<file path="src/fp_format_pkg.sv">
// binary32 format package, field widths, special encodings and exception flag layout
package fp_format_pkg;

   // field sizes of an ieee-754 single
   localparam int exp_width  = 8;
   localparam int frac_width = 23;
   localparam int exp_bias   = 127;

   // all ones exponent marks infinity or nan
   localparam logic [exp_width-1:0] exp_max = 8'hff;

   // working significand: hidden bit, fraction, then guard, round and sticky
   localparam int mant_width = frac_width + 4;

   // canonical quiet nan, the only nan this unit ever produces
   localparam logic [31:0] qnan_canon = 32'h7fc0_0000;

   // infinities
   localparam logic [31:0] pos_inf = 32'h7f80_0000;
   localparam logic [31:0] neg_inf = 32'hff80_0000;

   // largest finite magnitude, sign bit clear
   localparam logic [31:0] max_finite = 32'h7f7f_ffff;

   // flag word, same order as risc-v fflags with dz left out
   localparam int flag_width = 4;
   localparam int flag_nv    = 3;
   localparam int flag_of    = 2;
   localparam int flag_uf    = 1;
   localparam int flag_nx    = 0;

endpackage

</file>
<file path="src/fp_op_pkg.sv">
// operation package, opcode and rounding mode encodings and pipeline depth
package fp_op_pkg;

   // add or subtract select
   typedef enum logic {
      OP_ADD = 1'b0,
      OP_SUB = 1'b1
   } fp_op_e;

   // rounding modes, risc-v frm encoding
   typedef enum logic [2:0] {
      RNE = 3'd0,
      RTZ = 3'd1,
      RDN = 3'd2,
      RUP = 3'd3,
      RMM = 3'd4
   } round_mode_e;

   // cycles from in_valid to out_valid
   localparam int pipe_latency = 3;

endpackage

</file>
<file path="src/fp_sum_if.sv">
// unrounded sum bus from the align and add stages to the round stage
`timescale 1ns/1ps

interface fp_sum_if
   import fp_format_pkg::*;
   import fp_op_pkg::*;
();

   logic                  valid;
   // sign of the result
   logic                  sign;
   // larger biased exponent
   logic [exp_width-1:0]  exp;
   // carry, hidden bit, fraction, guard, round, sticky
   logic [mant_width:0]   mant;
   round_mode_e           frm;
   // significands cancelled exactly
   logic                  exact_zero;

   modport source (output valid, sign, exp, mant, frm, exact_zero);
   modport sink   (input  valid, sign, exp, mant, frm, exact_zero);

endinterface

</file>
<file path="src/fp_addsub_top.sv">
// single precision add and subtract unit, three stage pipeline top level
`timescale 1ns/1ps

module fp_addsub_top
   import fp_format_pkg::*;
   import fp_op_pkg::*;
(
   input  logic                  clk,
   input  logic                  reset,
   input  logic                  in_valid,
   input  logic                  op,
   input  logic [2:0]            frm,
   input  logic [31:0]           operand_a,
   input  logic [31:0]           operand_b,
   output logic                  out_valid,
   output logic [31:0]           result,
   output logic [flag_width-1:0] flags
);

   // special result, lined up with the sum bus
   logic        spec_hit;
   logic        spec_invalid;
   logic [31:0] spec_value;

   fp_sum_if sum_bus ();

   // exponent align and significand add
   fp_align_add u_align (
      .clk       (clk),
      .reset     (reset),
      .in_valid  (in_valid),
      .op        (fp_op_e'(op)),
      .frm       (round_mode_e'(frm)),
      .operand_a (operand_a),
      .operand_b (operand_b),
      .sum       (sum_bus.source)
   );

   // nan and infinity path, runs beside the datapath
   fp_special_case u_special (
      .clk          (clk),
      .reset        (reset),
      .in_valid     (in_valid),
      .op           (fp_op_e'(op)),
      .operand_a    (operand_a),
      .operand_b    (operand_b),
      .spec_hit     (spec_hit),
      .spec_invalid (spec_invalid),
      .spec_value   (spec_value)
   );

   // normalize, round and merge
   fp_round_pack u_round (
      .clk          (clk),
      .reset        (reset),
      .sum          (sum_bus.sink),
      .spec_hit     (spec_hit),
      .spec_invalid (spec_invalid),
      .spec_value   (spec_value),
      .out_valid    (out_valid),
      .result       (result),
      .flags        (flags)
   );

endmodule

</file>
<file path="src/fp_align_add.sv">
// align and add stages, exponent compare, significand shift with sticky, add or subtract
`timescale 1ns/1ps

module fp_align_add
   import fp_format_pkg::*;
   import fp_op_pkg::*;
(
   input  logic        clk,
   input  logic        reset,
   input  logic        in_valid,
   input  fp_op_e      op,
   input  round_mode_e frm,
   input  logic [31:0] operand_a,
   input  logic [31:0] operand_b,
   fp_sum_if.source    sum
);

   // unpacked operands
   logic                  sign_a;
   logic                  sign_b;
   logic [exp_width-1:0]  exp_a;
   logic [exp_width-1:0]  exp_b;
   logic [frac_width:0]   sig_a;
   logic [frac_width:0]   sig_b;

   // operands after the swap
   logic                  a_larger;
   logic                  sign_big;
   logic [exp_width-1:0]  exp_big;
   logic [exp_width-1:0]  exp_diff;
   logic [frac_width:0]   sig_big;
   logic [frac_width:0]   sig_small;
   logic [mant_width-1:0] small_ext;
   logic [mant_width-1:0] small_shifted;
   logic                  sticky_bit;

   // stage one registers
   logic                  s1_valid;
   logic                  s1_eff_sub;
   logic                  s1_sign_big;
   logic [exp_width-1:0]  s1_exp;
   logic [mant_width-1:0] s1_mant_big;
   logic [mant_width-1:0] s1_mant_small;
   round_mode_e           s1_frm;

   // stage two result
   logic [mant_width:0]   mant_sum;
   logic                  cancel;

   always_comb begin
      sign_a = operand_a[31];
      // subtract is add with b negated
      sign_b = operand_b[31] ^ (op == OP_SUB);
      exp_a  = operand_a[30:23];
      exp_b  = operand_b[30:23];
      // subnormals flush to zero, the sign stays
      sig_a  = (exp_a == '0) ? '0 : {1'b1, operand_a[frac_width-1:0]};
      sig_b  = (exp_b == '0) ? '0 : {1'b1, operand_b[frac_width-1:0]};

      // magnitude compare on the flushed values
      a_larger = {exp_a, sig_a[frac_width-1:0]} >= {exp_b, sig_b[frac_width-1:0]};
      if (a_larger) begin
         sign_big  = sign_a;
         exp_big   = exp_a;
         exp_diff  = exp_a - exp_b;
         sig_big   = sig_a;
         sig_small = sig_b;
      end else begin
         sign_big  = sign_b;
         exp_big   = exp_b;
         exp_diff  = exp_b - exp_a;
         sig_big   = sig_b;
         sig_small = sig_a;
      end

      // three zero bits make room for guard, round and sticky
      small_ext     = {sig_small, 3'b000};
      small_shifted = small_ext >> exp_diff;
      // any bit shifted past the sticky position folds into sticky
      sticky_bit    = |(small_ext & ~({mant_width{1'b1}} << exp_diff));
   end

   always_ff @(posedge clk) begin
      if (reset) begin
         s1_valid <= 1'b0;
      end else begin
         s1_valid <= in_valid;
      end
   end

   always_ff @(posedge clk) begin
      s1_eff_sub    <= sign_a ^ sign_b;
      s1_sign_big   <= sign_big;
      s1_exp        <= exp_big;
      s1_mant_big   <= {sig_big, 3'b000};
      s1_mant_small <= {small_shifted[mant_width-1:1], small_shifted[0] | sticky_bit};
      s1_frm        <= frm;
   end

   always_comb begin
      // one extra bit keeps the carry of an add
      if (s1_eff_sub) begin
         mant_sum = {1'b0, s1_mant_big} - {1'b0, s1_mant_small};
      end else begin
         mant_sum = {1'b0, s1_mant_big} + {1'b0, s1_mant_small};
      end
      cancel = (mant_sum == '0);
   end

   always_ff @(posedge clk) begin
      if (reset) begin
         sum.valid <= 1'b0;
      end else begin
         sum.valid <= s1_valid;
      end
   end

   always_ff @(posedge clk) begin
      // x - x is +0, or -0 when rounding down
      // like-signed zeros keep their common sign
      sum.sign       <= (cancel && s1_eff_sub) ? (s1_frm == RDN) : s1_sign_big;
      sum.exp        <= s1_exp;
      sum.mant       <= mant_sum;
      sum.frm        <= s1_frm;
      sum.exact_zero <= cancel;
   end

   // equal exponents lose no bits in the alignment
   // guard, round and sticky of the registered operand stay clear
   a_no_sticky_on_equal_exp : assert property (
      @(posedge clk) disable iff (reset)
      in_valid && (exp_diff == '0) |=> (s1_mant_small[2:0] == '0)
   );

endmodule

</file>
<file path="src/fp_round_pack.sv">
// round stage, normalize, round by mode, range checks, special merge and flags
`timescale 1ns/1ps

module fp_round_pack
   import fp_format_pkg::*;
   import fp_op_pkg::*;
(
   input  logic                  clk,
   input  logic                  reset,
   fp_sum_if.sink                sum,
   input  logic                  spec_hit,
   input  logic                  spec_invalid,
   input  logic [31:0]           spec_value,
   output logic                  out_valid,
   output logic [31:0]           result,
   output logic [flag_width-1:0] flags
);

   // leading zero count of the 27 bit significand
   function automatic logic [4:0] count_lz(input logic [mant_width-1:0] value);
      logic [4:0] count;
      logic       found;
      count = '0;
      found = 1'b0;
      for (int i = mant_width - 1; i >= 0; i--) begin
         if (!found) begin
            if (value[i]) begin
               found = 1'b1;
            end else begin
               count = count + 5'd1;
            end
         end
      end
      return count;
   endfunction

   logic                        carry;
   logic [4:0]                  lzc;
   logic [mant_width-1:0]       norm;
   logic signed [exp_width+1:0] exp_norm;
   logic signed [exp_width+1:0] exp_rnd;
   logic                        guard_bit;
   logic                        round_bit;
   logic                        sticky_bit;
   logic                        inexact;
   logic                        round_up;
   logic [frac_width+1:0]       rounded;
   logic                        tiny;
   logic                        huge;
   logic                        ovf_to_inf;
   logic [31:0]                 arith_value;
   logic [flag_width-1:0]       arith_flags;
   logic [flag_width-1:0]       spec_flags;

   // normalize
   always_comb begin
      carry = sum.mant[mant_width];
      lzc   = count_lz(sum.mant[mant_width-1:0]);
      if (carry) begin
         // one place right, the dropped bit joins sticky
         norm     = {sum.mant[mant_width:2], sum.mant[1] | sum.mant[0]};
         exp_norm = $signed({2'b00, sum.exp}) + 10'sd1;
      end else begin
         // only small exponent differences cancel, so the shifted-in zeros are exact
         norm     = sum.mant[mant_width-1:0] << lzc;
         exp_norm = $signed({2'b00, sum.exp}) - $signed({5'b00000, lzc});
      end
   end

   // round
   always_comb begin
      guard_bit  = norm[2];
      round_bit  = norm[1];
      sticky_bit = norm[0];
      inexact    = guard_bit | round_bit | sticky_bit;
      case (sum.frm)
         RNE:     round_up = guard_bit & (round_bit | sticky_bit | norm[3]);
         RTZ:     round_up = 1'b0;
         RDN:     round_up = sum.sign & inexact;
         RUP:     round_up = ~sum.sign & inexact;
         RMM:     round_up = guard_bit;
         default: round_up = 1'b0;
      endcase
      rounded = {1'b0, norm[mant_width-1:3]} + {{(frac_width+1){1'b0}}, round_up};
      // carry out of the significand leaves 1.000, one exponent up
      exp_rnd = exp_norm + $signed({{(exp_width+1){1'b0}}, rounded[frac_width+1]});

      tiny = exp_norm < 10'sd1;
      huge = exp_rnd >= $signed({2'b00, exp_max});

      // ieee overflow result per mode and sign
      case (sum.frm)
         RNE, RMM: ovf_to_inf = 1'b1;
         RUP:      ovf_to_inf = ~sum.sign;
         RDN:      ovf_to_inf = sum.sign;
         default:  ovf_to_inf = 1'b0;
      endcase
   end

   // arithmetic result and flags
   always_comb begin
      arith_flags = '0;
      if (sum.exact_zero) begin
         // sign already resolved upstream
         arith_value = {sum.sign, 31'b0};
      end else if (tiny) begin
         // flush to signed zero
         arith_value          = {sum.sign, 31'b0};
         arith_flags[flag_uf] = 1'b1;
         arith_flags[flag_nx] = 1'b1;
      end else if (huge) begin
         if (ovf_to_inf) begin
            arith_value = sum.sign ? neg_inf : pos_inf;
         end else begin
            arith_value = {sum.sign, max_finite[30:0]};
         end
         arith_flags[flag_of] = 1'b1;
         arith_flags[flag_nx] = 1'b1;
      end else begin
         arith_value          = {sum.sign, exp_rnd[exp_width-1:0], rounded[frac_width-1:0]};
         arith_flags[flag_nx] = inexact;
      end

      // special results only ever raise nv
      spec_flags          = '0;
      spec_flags[flag_nv] = spec_invalid;
   end

   always_ff @(posedge clk) begin
      if (reset) begin
         out_valid <= 1'b0;
         result    <= '0;
         flags     <= '0;
      end else begin
         out_valid <= sum.valid;
         result    <= spec_hit ? spec_value : arith_value;
         flags     <= spec_hit ? spec_flags : arith_flags;
      end
   end

   // the only nan leaving the unit is the canonical one
   a_canonical_nan_only : assert property (
      @(posedge clk) disable iff (reset)
      out_valid && (result[30:23] == exp_max) && (result[frac_width-1:0] != '0)
         |-> (result == qnan_canon)
   );

endmodule

</file>
<file path="src/fp_special_case.sv">
// special operand resolver, nan and infinity handling aligned to the sum stage
`timescale 1ns/1ps

module fp_special_case
   import fp_format_pkg::*;
   import fp_op_pkg::*;
(
   input  logic        clk,
   input  logic        reset,
   input  logic        in_valid,
   input  fp_op_e      op,
   input  logic [31:0] operand_a,
   input  logic [31:0] operand_b,
   output logic        spec_hit,
   output logic        spec_invalid,
   output logic [31:0] spec_value
);

   // operand classes, subnormal counts as zero
   typedef enum logic [2:0] {
      CLS_ZERO,
      CLS_NORMAL,
      CLS_INF,
      CLS_QNAN,
      CLS_SNAN
   } fp_class_e;

   function automatic fp_class_e classify(input logic [31:0] value);
      logic [exp_width-1:0]  exp_f;
      logic [frac_width-1:0] frac_f;
      fp_class_e             cls;
      exp_f  = value[30:23];
      frac_f = value[frac_width-1:0];
      if (exp_f == '0) begin
         cls = CLS_ZERO;
      end else if (exp_f != exp_max) begin
         cls = CLS_NORMAL;
      end else if (frac_f == '0) begin
         cls = CLS_INF;
      end else if (frac_f[frac_width-1]) begin
         // quiet bit is the fraction msb
         cls = CLS_QNAN;
      end else begin
         cls = CLS_SNAN;
      end
      return cls;
   endfunction

   // stage one registers
   logic      s1_valid;
   fp_class_e s1_cls_a;
   fp_class_e s1_cls_b;
   logic      s1_sign_a;
   logic      s1_sign_b;

   // stage two selection
   logic        any_nan;
   logic        any_snan;
   logic        hit_d;
   logic        invalid_d;
   logic [31:0] value_d;

   always_ff @(posedge clk) begin
      if (reset) begin
         s1_valid <= 1'b0;
      end else begin
         s1_valid <= in_valid;
      end
   end

   always_ff @(posedge clk) begin
      s1_cls_a  <= classify(operand_a);
      s1_cls_b  <= classify(operand_b);
      s1_sign_a <= operand_a[31];
      // effective sign of b
      s1_sign_b <= operand_b[31] ^ (op == OP_SUB);
   end

   always_comb begin
      any_nan  = (s1_cls_a inside {CLS_QNAN, CLS_SNAN}) ||
                 (s1_cls_b inside {CLS_QNAN, CLS_SNAN});
      any_snan = (s1_cls_a == CLS_SNAN) || (s1_cls_b == CLS_SNAN);

      hit_d     = 1'b0;
      invalid_d = 1'b0;
      value_d   = '0;
      if (any_nan) begin
         // payloads are not propagated
         hit_d     = 1'b1;
         invalid_d = any_snan;
         value_d   = qnan_canon;
      end else if ((s1_cls_a == CLS_INF) && (s1_cls_b == CLS_INF)) begin
         hit_d = 1'b1;
         if (s1_sign_a != s1_sign_b) begin
            // inf - inf
            invalid_d = 1'b1;
            value_d   = qnan_canon;
         end else begin
            value_d = s1_sign_a ? neg_inf : pos_inf;
         end
      end else if (s1_cls_a == CLS_INF) begin
         hit_d   = 1'b1;
         value_d = s1_sign_a ? neg_inf : pos_inf;
      end else if (s1_cls_b == CLS_INF) begin
         hit_d   = 1'b1;
         value_d = s1_sign_b ? neg_inf : pos_inf;
      end
   end

   always_ff @(posedge clk) begin
      if (reset) begin
         spec_hit     <= 1'b0;
         spec_invalid <= 1'b0;
      end else begin
         spec_hit     <= s1_valid & hit_d;
         spec_invalid <= s1_valid & invalid_d;
      end
   end

   always_ff @(posedge clk) begin
      spec_value <= value_d;
   end

   // invalid is only ever raised together with a special result
   a_invalid_needs_hit : assert property (
      @(posedge clk) disable iff (reset)
      spec_invalid |-> spec_hit
   );

endmodule

</file>
<file path="config.mk">
export PLATFORM = sky130hd
export DESIGN_NAME = fp_addsub_top
export DESIGN_NICKNAME = d
export VERILOG_FILES = /design/src/fp_format_pkg.sv /design/src/fp_op_pkg.sv /design/src/fp_sum_if.sv /design/src/fp_addsub_top.sv /design/src/fp_align_add.sv /design/src/fp_round_pack.sv /design/src/fp_special_case.sv
export SDC_FILE = /design/constraint.sdc
export NUM_CORES = 1
export LEC_CHECK = 0
export ABC_CLOCK_PERIOD_IN_PS = 29000
export BUFFER_PORTS_ARGS = -buffer_cell sky130_fd_sc_hd__buf_2
export CAP_MARGIN = 10
export CORE_ASPECT_RATIO = 1.1
export CORE_MARGIN = 2
export CORE_UTILIZATION = 50
export CTS_BUF_LIST = sky130_fd_sc_hd__clkbuf_4 sky130_fd_sc_hd__clkbuf_8
export CTS_CLUSTER_SIZE = 25
export DETAILED_ROUTE_END_ITERATION = 10
export GPL_ROUTABILITY_DRIVEN = 0
export GPL_TIMING_DRIVEN = 0
export PLACE_DENSITY = 0.68
export SLEW_MARGIN = 20
export SYNTH_ARGS = -nofsm -noshare
export SYNTH_HDL_FRONTEND = slang
export SYNTH_SLANG_ARGS = --single-unit
</file>
<file path="constraint.sdc">
create_clock -name clk -period 29 [get_ports clk]
set_input_delay 1.45 -clock clk [delete_from_list [all_inputs] [get_ports clk]]
set_output_delay 1.45 -clock clk [all_outputs]
set_load 0.01 [all_outputs]
</file>
==> run metrics, run 1 <==
Worst slew margin=26.89%; global-route wire length before repair=78870 um; aggregate global routing overflow=0; NetSw=0.0005550 W; maximum net fanout on the critical path=10; Main synth FF type=sky130_fd_sc_hd__dfxtp_1; buffers inserted during post-CTS setup optimization=0; TritonRoute pass-1 iters=7; maximum clock skew at final layout=0.03192 ns; post-route fraction of the period consumed by the critical path=69.76%; number of DRC markers in iteration 0=1504; Critical Path Max Stage Delay=0.91 ns; pwr dens=65.29 nW/um2; clock input transition at the sequential cells of the worst setup and hold paths=0.10 ns; total number of yosys warnings=0; Cells after Synth=2164; sequential fraction of design power=26.1%; crit path time final=20.23 ns; number of antenna violations at the first check in global routing=0; fraction of synthesis flops using an asynchronous set or reset pin=0%; num ports=108; Core ar.=31140 um2; XOR/XNOR share of the synthesized area=6.475%; combinational family with the most area after synthesis=simple AND/OR/NAND/NOR gates; arrival time at the worst endpoint=20.57 ns; Critical Path Slowest Stage Cell=sky130_fd_sc_hd__a2111oi_1; distinct cell type count of the synthesized netlist=93; total of max-cap violations=0; maximum ir drop on the vdd rail=33.41 uV; kind of end point of the critical path=flop; Avg Inst Size Synth=7.251 um2; Net count, final=2486; cell occurring most often along the worst timing path=sky130_fd_sc_hd__ha_1; WL/cell=18.17 um; Die Y=189.8 um; launch instance of the worst register-to-register path=u_align.sum.mant[26]; sum of negative setup slack=0 ns; Synth Register Bits=157; fraction of layout instances using a drive strength above 1=9.075%; total count of hold-check failures in the final report=0; sequential fraction of the synthesis area=20.03%; synthesized-area fraction occupied by and/or/nand/nor cells=24.57%; setup repair after global routing missed its margin=no; post-synthesis share of cell area spent on full adders, half adders and majority gates=10.35%; Clock Path Buffers=2; I/O Buffers=107; startpoint class of the critical path=flop; worst hold path class=reg2reg; worst setup path startpoint=u_align.sum.mant[26]; total of cells resized after clock tree synthesis=0; total number of vias=16557; CP Class=reg2reg; post-synth design cell area=15690 um2; Post-Synthesis Net Count=2360; number of buffers inserted for hold repair after clock tree synthesis=0; largest net degree at the start of global routing=20; final design instance area without fill=17180 um2; most used cells in the layout excluding fill and tap cells=sky130_fd_sc_hd__nand2_1, sky130_fd_sc_hd__nor2_1, sky130_fd_sc_hd__o21ai_0, sky130_fd_sc_hd__dfxtp_1, sky130_fd_sc_hd__a21oi_1; number of remaining DRC errors=0; total CTS buffers=17; antenna diode instance count=0; CTS sink count=157; level count of the clock H-tree=4; growth of design area from synthesis to finish=9.465%; switching share of power=49.50%; overall routed net length=49480 um; number of enable-type register cells in the synthesized netlist=0; number of endpoints failing setup at the final stage=0; hold-critical path depth=0; placement-stage cell area=16750 um2; beginning of the worst hold path=u_align.s1_exp[1]; clock root buffer=sky130_fd_sc_hd__clkbuf_8; detailed placer's ending HPWL=39830 um; Filler Cells Inserted=3083; Overall Global Routing Usage=29.33%; Static Leakage=7.339 nW; number of global-route vias before repair=15744; Worst Max-Slew Pin Slew=1.069 ns; Clk pwr share=14.9%; Int Pwr=0.0005663 W; die footprint=32820 um2; maximum achievable frequency=0.04943 GHz; clock tree from TritonCTS=yes; clock latency reported for the late side of the worst-skew pair=0.47 ns; Rows=68; die width=172.9 um; combinational share of power=58.9%; post-synthesis mux area share=9.473%; number of cells on the worst reg-to-reg path=86; result of the run=completed; count of antenna-violating nets left after detailed routing=0; leading cell type in the layout, fill and taps excluded=sky130_fd_sc_hd__nand2_1; mean number of vias per cell=6.080; Pins Over Slew Limit=0; Worst Path Required=29.34 ns; Compound-Gate Fraction of Synth Area=23.05%; Initial Util=50.39%
## cell families after synthesis
logic type | after synthesis
AOI/OAI and AO/OA | 581
xor gates and xnor gates | 109
adders and majority gates | 128
buffers and inverters | 248
DFF | 157
muxes | 137
and+or+nand+nor | 804
## sequential cells by signal (all words and copies together), names as in the netlist, 3 cells and up
name                   flops
u_align.s1_mant_big       24
u_align.s1_mant_small     27
u_round.result            32
u_align.sum.frm            3
u_special.s1_cls_b         3
u_special.s1_cls_a         3
u_special.spec_value       3
u_align.s1_frm             3
u_align.sum.exp            8
u_align.sum.mant          28
u_round.flags              4
u_align.s1_exp             8
## layout make-up
class | instances | area (um2) | area share (%)
buffer | 116 | 454.2 | 2.644
clock buffer | 17 | 234.0 | 1.362
clock inverter | 15 | 182.7 | 1.064
inverter | 132 | 495.5 | 2.885
multi-input combinational | 1759 | 11610 | 67.57
sequential | 157 | 3143 | 18.30
tap | 420 | 525.5 | 3.059
timing repair buffer | 107 | 535.5 | 3.118
## worst max-delay path: cells and delay by family, from the launching register on
family	cells	cell delay, ns
flops	1	0.32
simple gates	24	3.93
buf+inv	9	2.70
xor+xnor	3	0.52
mux	5	0.98
fa+ha+maj	17	4.77
compound gates	28	6.82
## Yosys cell counts, types with 5 or more instances
library cell	number	share of area, %
sky130_fd_sc_hd__a2111oi_0	6	0.33
sky130_fd_sc_hd__a211oi_1	23	1.1
sky130_fd_sc_hd__a21boi_0	9	0.43
sky130_fd_sc_hd__a21o_1	35	1.7
sky130_fd_sc_hd__a21oi_1	147	4.7
sky130_fd_sc_hd__a221oi_1	11	0.61
sky130_fd_sc_hd__a22oi_1	6	0.29
sky130_fd_sc_hd__a311oi_1	5	0.28
sky130_fd_sc_hd__a31oi_1	13	0.52
sky130_fd_sc_hd__and2_1	27	1.1
sky130_fd_sc_hd__and3_1	14	0.56
sky130_fd_sc_hd__buf_1	18	0.43
sky130_fd_sc_hd__buf_2	9	0.29
sky130_fd_sc_hd__clkbuf_1	88	2.1
sky130_fd_sc_hd__dfxtp_1	157	20
sky130_fd_sc_hd__ha_1	121	9.6
sky130_fd_sc_hd__inv_1	129	3.1
sky130_fd_sc_hd__mux2_2	24	1.7
sky130_fd_sc_hd__mux2i_1	104	6.6
sky130_fd_sc_hd__mux4_2	5	0.72
sky130_fd_sc_hd__nand2_1	254	6.1
sky130_fd_sc_hd__nand2b_1	22	0.88
sky130_fd_sc_hd__nand3_1	51	1.6
sky130_fd_sc_hd__nand3b_1	5	0.24
sky130_fd_sc_hd__nand4_1	30	1.2
sky130_fd_sc_hd__nor2_1	204	4.9
sky130_fd_sc_hd__nor2b_1	36	1.4
sky130_fd_sc_hd__nor3_1	58	1.8
sky130_fd_sc_hd__nor3b_1	11	0.53
sky130_fd_sc_hd__nor4_1	28	1.1
sky130_fd_sc_hd__nor4b_1	5	0.28
sky130_fd_sc_hd__o211ai_1	12	0.57
sky130_fd_sc_hd__o21a_1	13	0.62
sky130_fd_sc_hd__o21ai_0	188	6.0
sky130_fd_sc_hd__o21bai_1	19	0.91
sky130_fd_sc_hd__o22ai_1	14	0.56
sky130_fd_sc_hd__o311ai_0	6	0.33
sky130_fd_sc_hd__o31ai_1	13	0.62
sky130_fd_sc_hd__o32ai_1	5	0.28
sky130_fd_sc_hd__or2_2	10	0.40
sky130_fd_sc_hd__or3_1	20	0.80
sky130_fd_sc_hd__or4_1	12	0.57
sky130_fd_sc_hd__xnor2_1	74	4.1
sky130_fd_sc_hd__xor2_1	30	1.7
## worst paths after layout
| path | endpoint | slack (ns) |
|---|---|---|
| max | u_round.result[11] | 8.77 |
| min | u_align.sum.exp[1] | 0.33 |
| max reg2reg | u_round.result[11] | 8.77 |
| min reg2reg | u_align.sum.exp[1] | 0.33 |
## layer usage
layer / share of wire, % / global-route usage, %
met1: 39 / 33.08
met5: 0 / 0
met4: 6.5 / 17.99
met3: 6.3 / 4.237
met2: 48 / 52.34
## power by group through the flow
stage               clock (W)  sequential, W  combinational [W]
finish               0.000168       0.000293           0.000661
global placement            0       0.000296           0.000629
global route         0.000181       0.000298           0.000723
floorplan                   0       0.000294           0.000457
detailed placement          0       0.000297           0.000639
CTS                  0.000172       0.000292           0.000642
## per-stage QoR
stage	instances	hold slack, ns	setup WS [ns]	util, %	total power (W)
global placement	2691	0.3155	9.551	53.80	0.0009244
global route	2723	0.3350	7.155	55.16	0.001201
floorplan	2164	0.3096	12.50	-	0.0007513
finish	2723	0.3335	8.770	55.16	0.001121
detailed placement	2691	0.3121	9.291	53.80	0.0009355
CTS	2723	0.3344	9.237	55.14	0.001106
No activity file was read; power rests on OpenSTA's default activity.
==> run 2: changes to the inputs <==
--- a/config.mk
+++ b/config.mk
@@ -5,7 +5,7 @@
 export SDC_FILE = /design/constraint.sdc
 export NUM_CORES = 1
 export LEC_CHECK = 0
-export ABC_CLOCK_PERIOD_IN_PS = 29000
+export ABC_CLOCK_PERIOD_IN_PS = 17800
 export BUFFER_PORTS_ARGS = -buffer_cell sky130_fd_sc_hd__buf_2
 export CAP_MARGIN = 10
 export CORE_ASPECT_RATIO = 1.1
@@ -16,7 +16,7 @@
 export DETAILED_ROUTE_END_ITERATION = 10
 export GPL_ROUTABILITY_DRIVEN = 0
 export GPL_TIMING_DRIVEN = 0
-export PLACE_DENSITY = 0.68
+export PLACE_DENSITY = 0.71
 export SLEW_MARGIN = 20
 export SYNTH_ARGS = -nofsm -noshare
 export SYNTH_HDL_FRONTEND = slang
==> constraint.sdc (replaced) <==
create_clock -name clk -period 17.8 [get_ports clk]
set_input_delay 0.89 -clock clk [delete_from_list [all_inputs] [get_ports clk]]
set_output_delay 0.89 -clock clk [all_outputs]
set_load 0.01 [all_outputs]
==> run 2 against run 1 <==
  * Critical path type unchanged
  * Largest power group unchanged
  * Sequential power rose by 63%
  * Wire length shrank 0.52%
  * Non-clock buffer count up 12
  * Setup slack got worse by 8.1 ns
  * Via count rose by 0.81%
==> run metrics, run 2 (synthesis results as in run 1) <==
pwr dens=107.6 nW/um2; flip-flop count of the largest register after layout=32; kind of end point of the critical path=flop; num ports=108; I/O Buffers=107; CTS sink count=157; setup repair after global routing missed its margin=yes; maximum net fanout on the critical path=10; maximum clock skew at final layout=0.02127 ns; die footprint=32820 um2; length of routed met3 wiring=3268 um; number of endpoints failing setup at the final stage=0; Filler Cells Inserted=2976; clock latency reported for the late side of the worst-skew pair=0.47 ns; leading registers by flop count=u_round.result x32, u_align.sum.mant x28, u_align.s1_mant_small x27; final core utilization=56.57%; post-layout worst setup margin=0.7139 ns; placement-stage cell area=16750 um2; total CTS buffers=17; Rows=68; Critical Path Max Stage Delay=0.55 ns; result of the run=completed; count of antenna-violating nets left after detailed routing=0; total number of vias=16691; worst hold path class=reg2reg; clock root buffer=sky130_fd_sc_hd__clkbuf_8; total length of routed met2 wires=23550 um; register bank with the most flops=u_round.result; arrival time at the worst endpoint=17.49 ns; Clock Path Buffers=2; startpoint class of the critical path=flop; Critical Path Slowest Stage Cell=sky130_fd_sc_hd__or4b_1; maximum ir drop on the vdd rail=58.22 uV; leading cell type in the layout, fill and taps excluded=sky130_fd_sc_hd__nand2_1; highest metal layer with signal wires=met4; Pins Over Slew Limit=0; number of remaining DRC errors=0; number of global-route vias before repair=15749; TritonRoute pass-1 iters=7; largest net degree at the start of global routing=18; fraction of layout instances using a drive strength above 1=11.62%; Overall Global Routing Usage=28.89%; cell occurring most often along the worst timing path=sky130_fd_sc_hd__ha_1; clock input transition at the sequential cells of the worst setup and hold paths=0.10 ns; die width=172.9 um; WL/cell=18.00 um; Worst Max-Slew Pin Slew=1.264 ns; Initial Util=50.39%; Static Leakage=7.479 nW; sum of negative setup slack=0 ns; Worst Path Required=18.20 ns; overall routed net length=49220 um; mean number of vias per cell=6.103; crit path time final=17.09 ns; Net count, final=2498; clock tree from TritonCTS=yes; antenna diode instance count=0; Die Y=189.8 um; aggregate global routing overflow=0; post-route fraction of the period consumed by the critical path=95.99%; total of max-cap violations=0; CP Class=reg2reg; final design instance area without fill=17610 um2; detailed placer's ending HPWL=38900 um; growth of design area from synthesis to finish=12.26%; number of DRC markers in iteration 0=1548; global-route wire length before repair=78310 um; total count of hold-check failures in the final report=0; Worst slew margin=14.94%; level count of the clock H-tree=4; sum of routed wire segments on met1=19330 um; number of cells in the design after placement=2691; maximum achievable frequency=0.05853 GHz; number of antenna violations at the first check in global routing=0; setup slack at placement=-1.717 ns; Core ar.=31140 um2; Top delay family on crit path=compound AO/OA/AOI/OAI gates; WP buf/inv=7; most used cells in the layout excluding fill and tap cells=sky130_fd_sc_hd__nand2_1, sky130_fd_sc_hd__nor2_1, sky130_fd_sc_hd__o21ai_0, sky130_fd_sc_hd__dfxtp_1, sky130_fd_sc_hd__a21oi_1; final non-filler cell total=2735
## run 2: per-stage QoR
stage	hold WS, ns	power [W]
3_5_place_dp	0.3175	0.001519
4_1_cts	0.3397	0.001821
3_3_place_gp	0.3135	0.001499
6_report	0.3369	0.001896
2_1_floorplan	0.3096	0.001224
5_1_grt	0.3316	0.002021
## run 2: report_power, final
part           switching [W]  internal, W  leakage, nW  total [W]
clock               0.000156     0.000134        0.220   0.000290
sequential         0.0000537     0.000426         1.30   0.000479
combinational       0.000715     0.000411         5.95    0.00113
## run 2: repair_timing
item,in CTS,in global routing
setup buffers,1,12
gates resized for setup,22,61
pin swaps,0,17
cloned,0,1
setup endpoints to repair,33,33
hold buffers,0,0
## run 2: final timing paths
check                                          start                  to  slack, ns  depth (start not counted)
worst max-delay path            u_align.sum.mant[25]  u_round.result[10]       0.71                         88
worst min-delay path               u_align.s1_exp[3]  u_align.sum.exp[3]       0.34                          0
worst max register to register  u_align.sum.mant[25]  u_round.result[10]       0.71                         88
worst min register to register     u_align.s1_exp[3]  u_align.sum.exp[3]       0.34                          0
## run 2: cell type report
type | count | area [um2] | area share [%]
multi-input combinational | 1759 | 11890 | 67.50
sequential | 157 | 3146 | 17.86
timing repair buffer | 121 | 650.6 | 3.694
tap | 420 | 525.5 | 2.983
inverter | 132 | 498.0 | 2.827
buffer | 114 | 473.0 | 2.685
clock buffer | 18 | 241.5 | 1.371
clock inverter | 14 | 191.4 | 1.087
## run 2: per-layer routing
metal  vias up  GRT usage, %
met5         -             0
met1      7626         33.55
met4         0         17.47
li1       7995             -
met2       839         51.42
met3       231         2.998
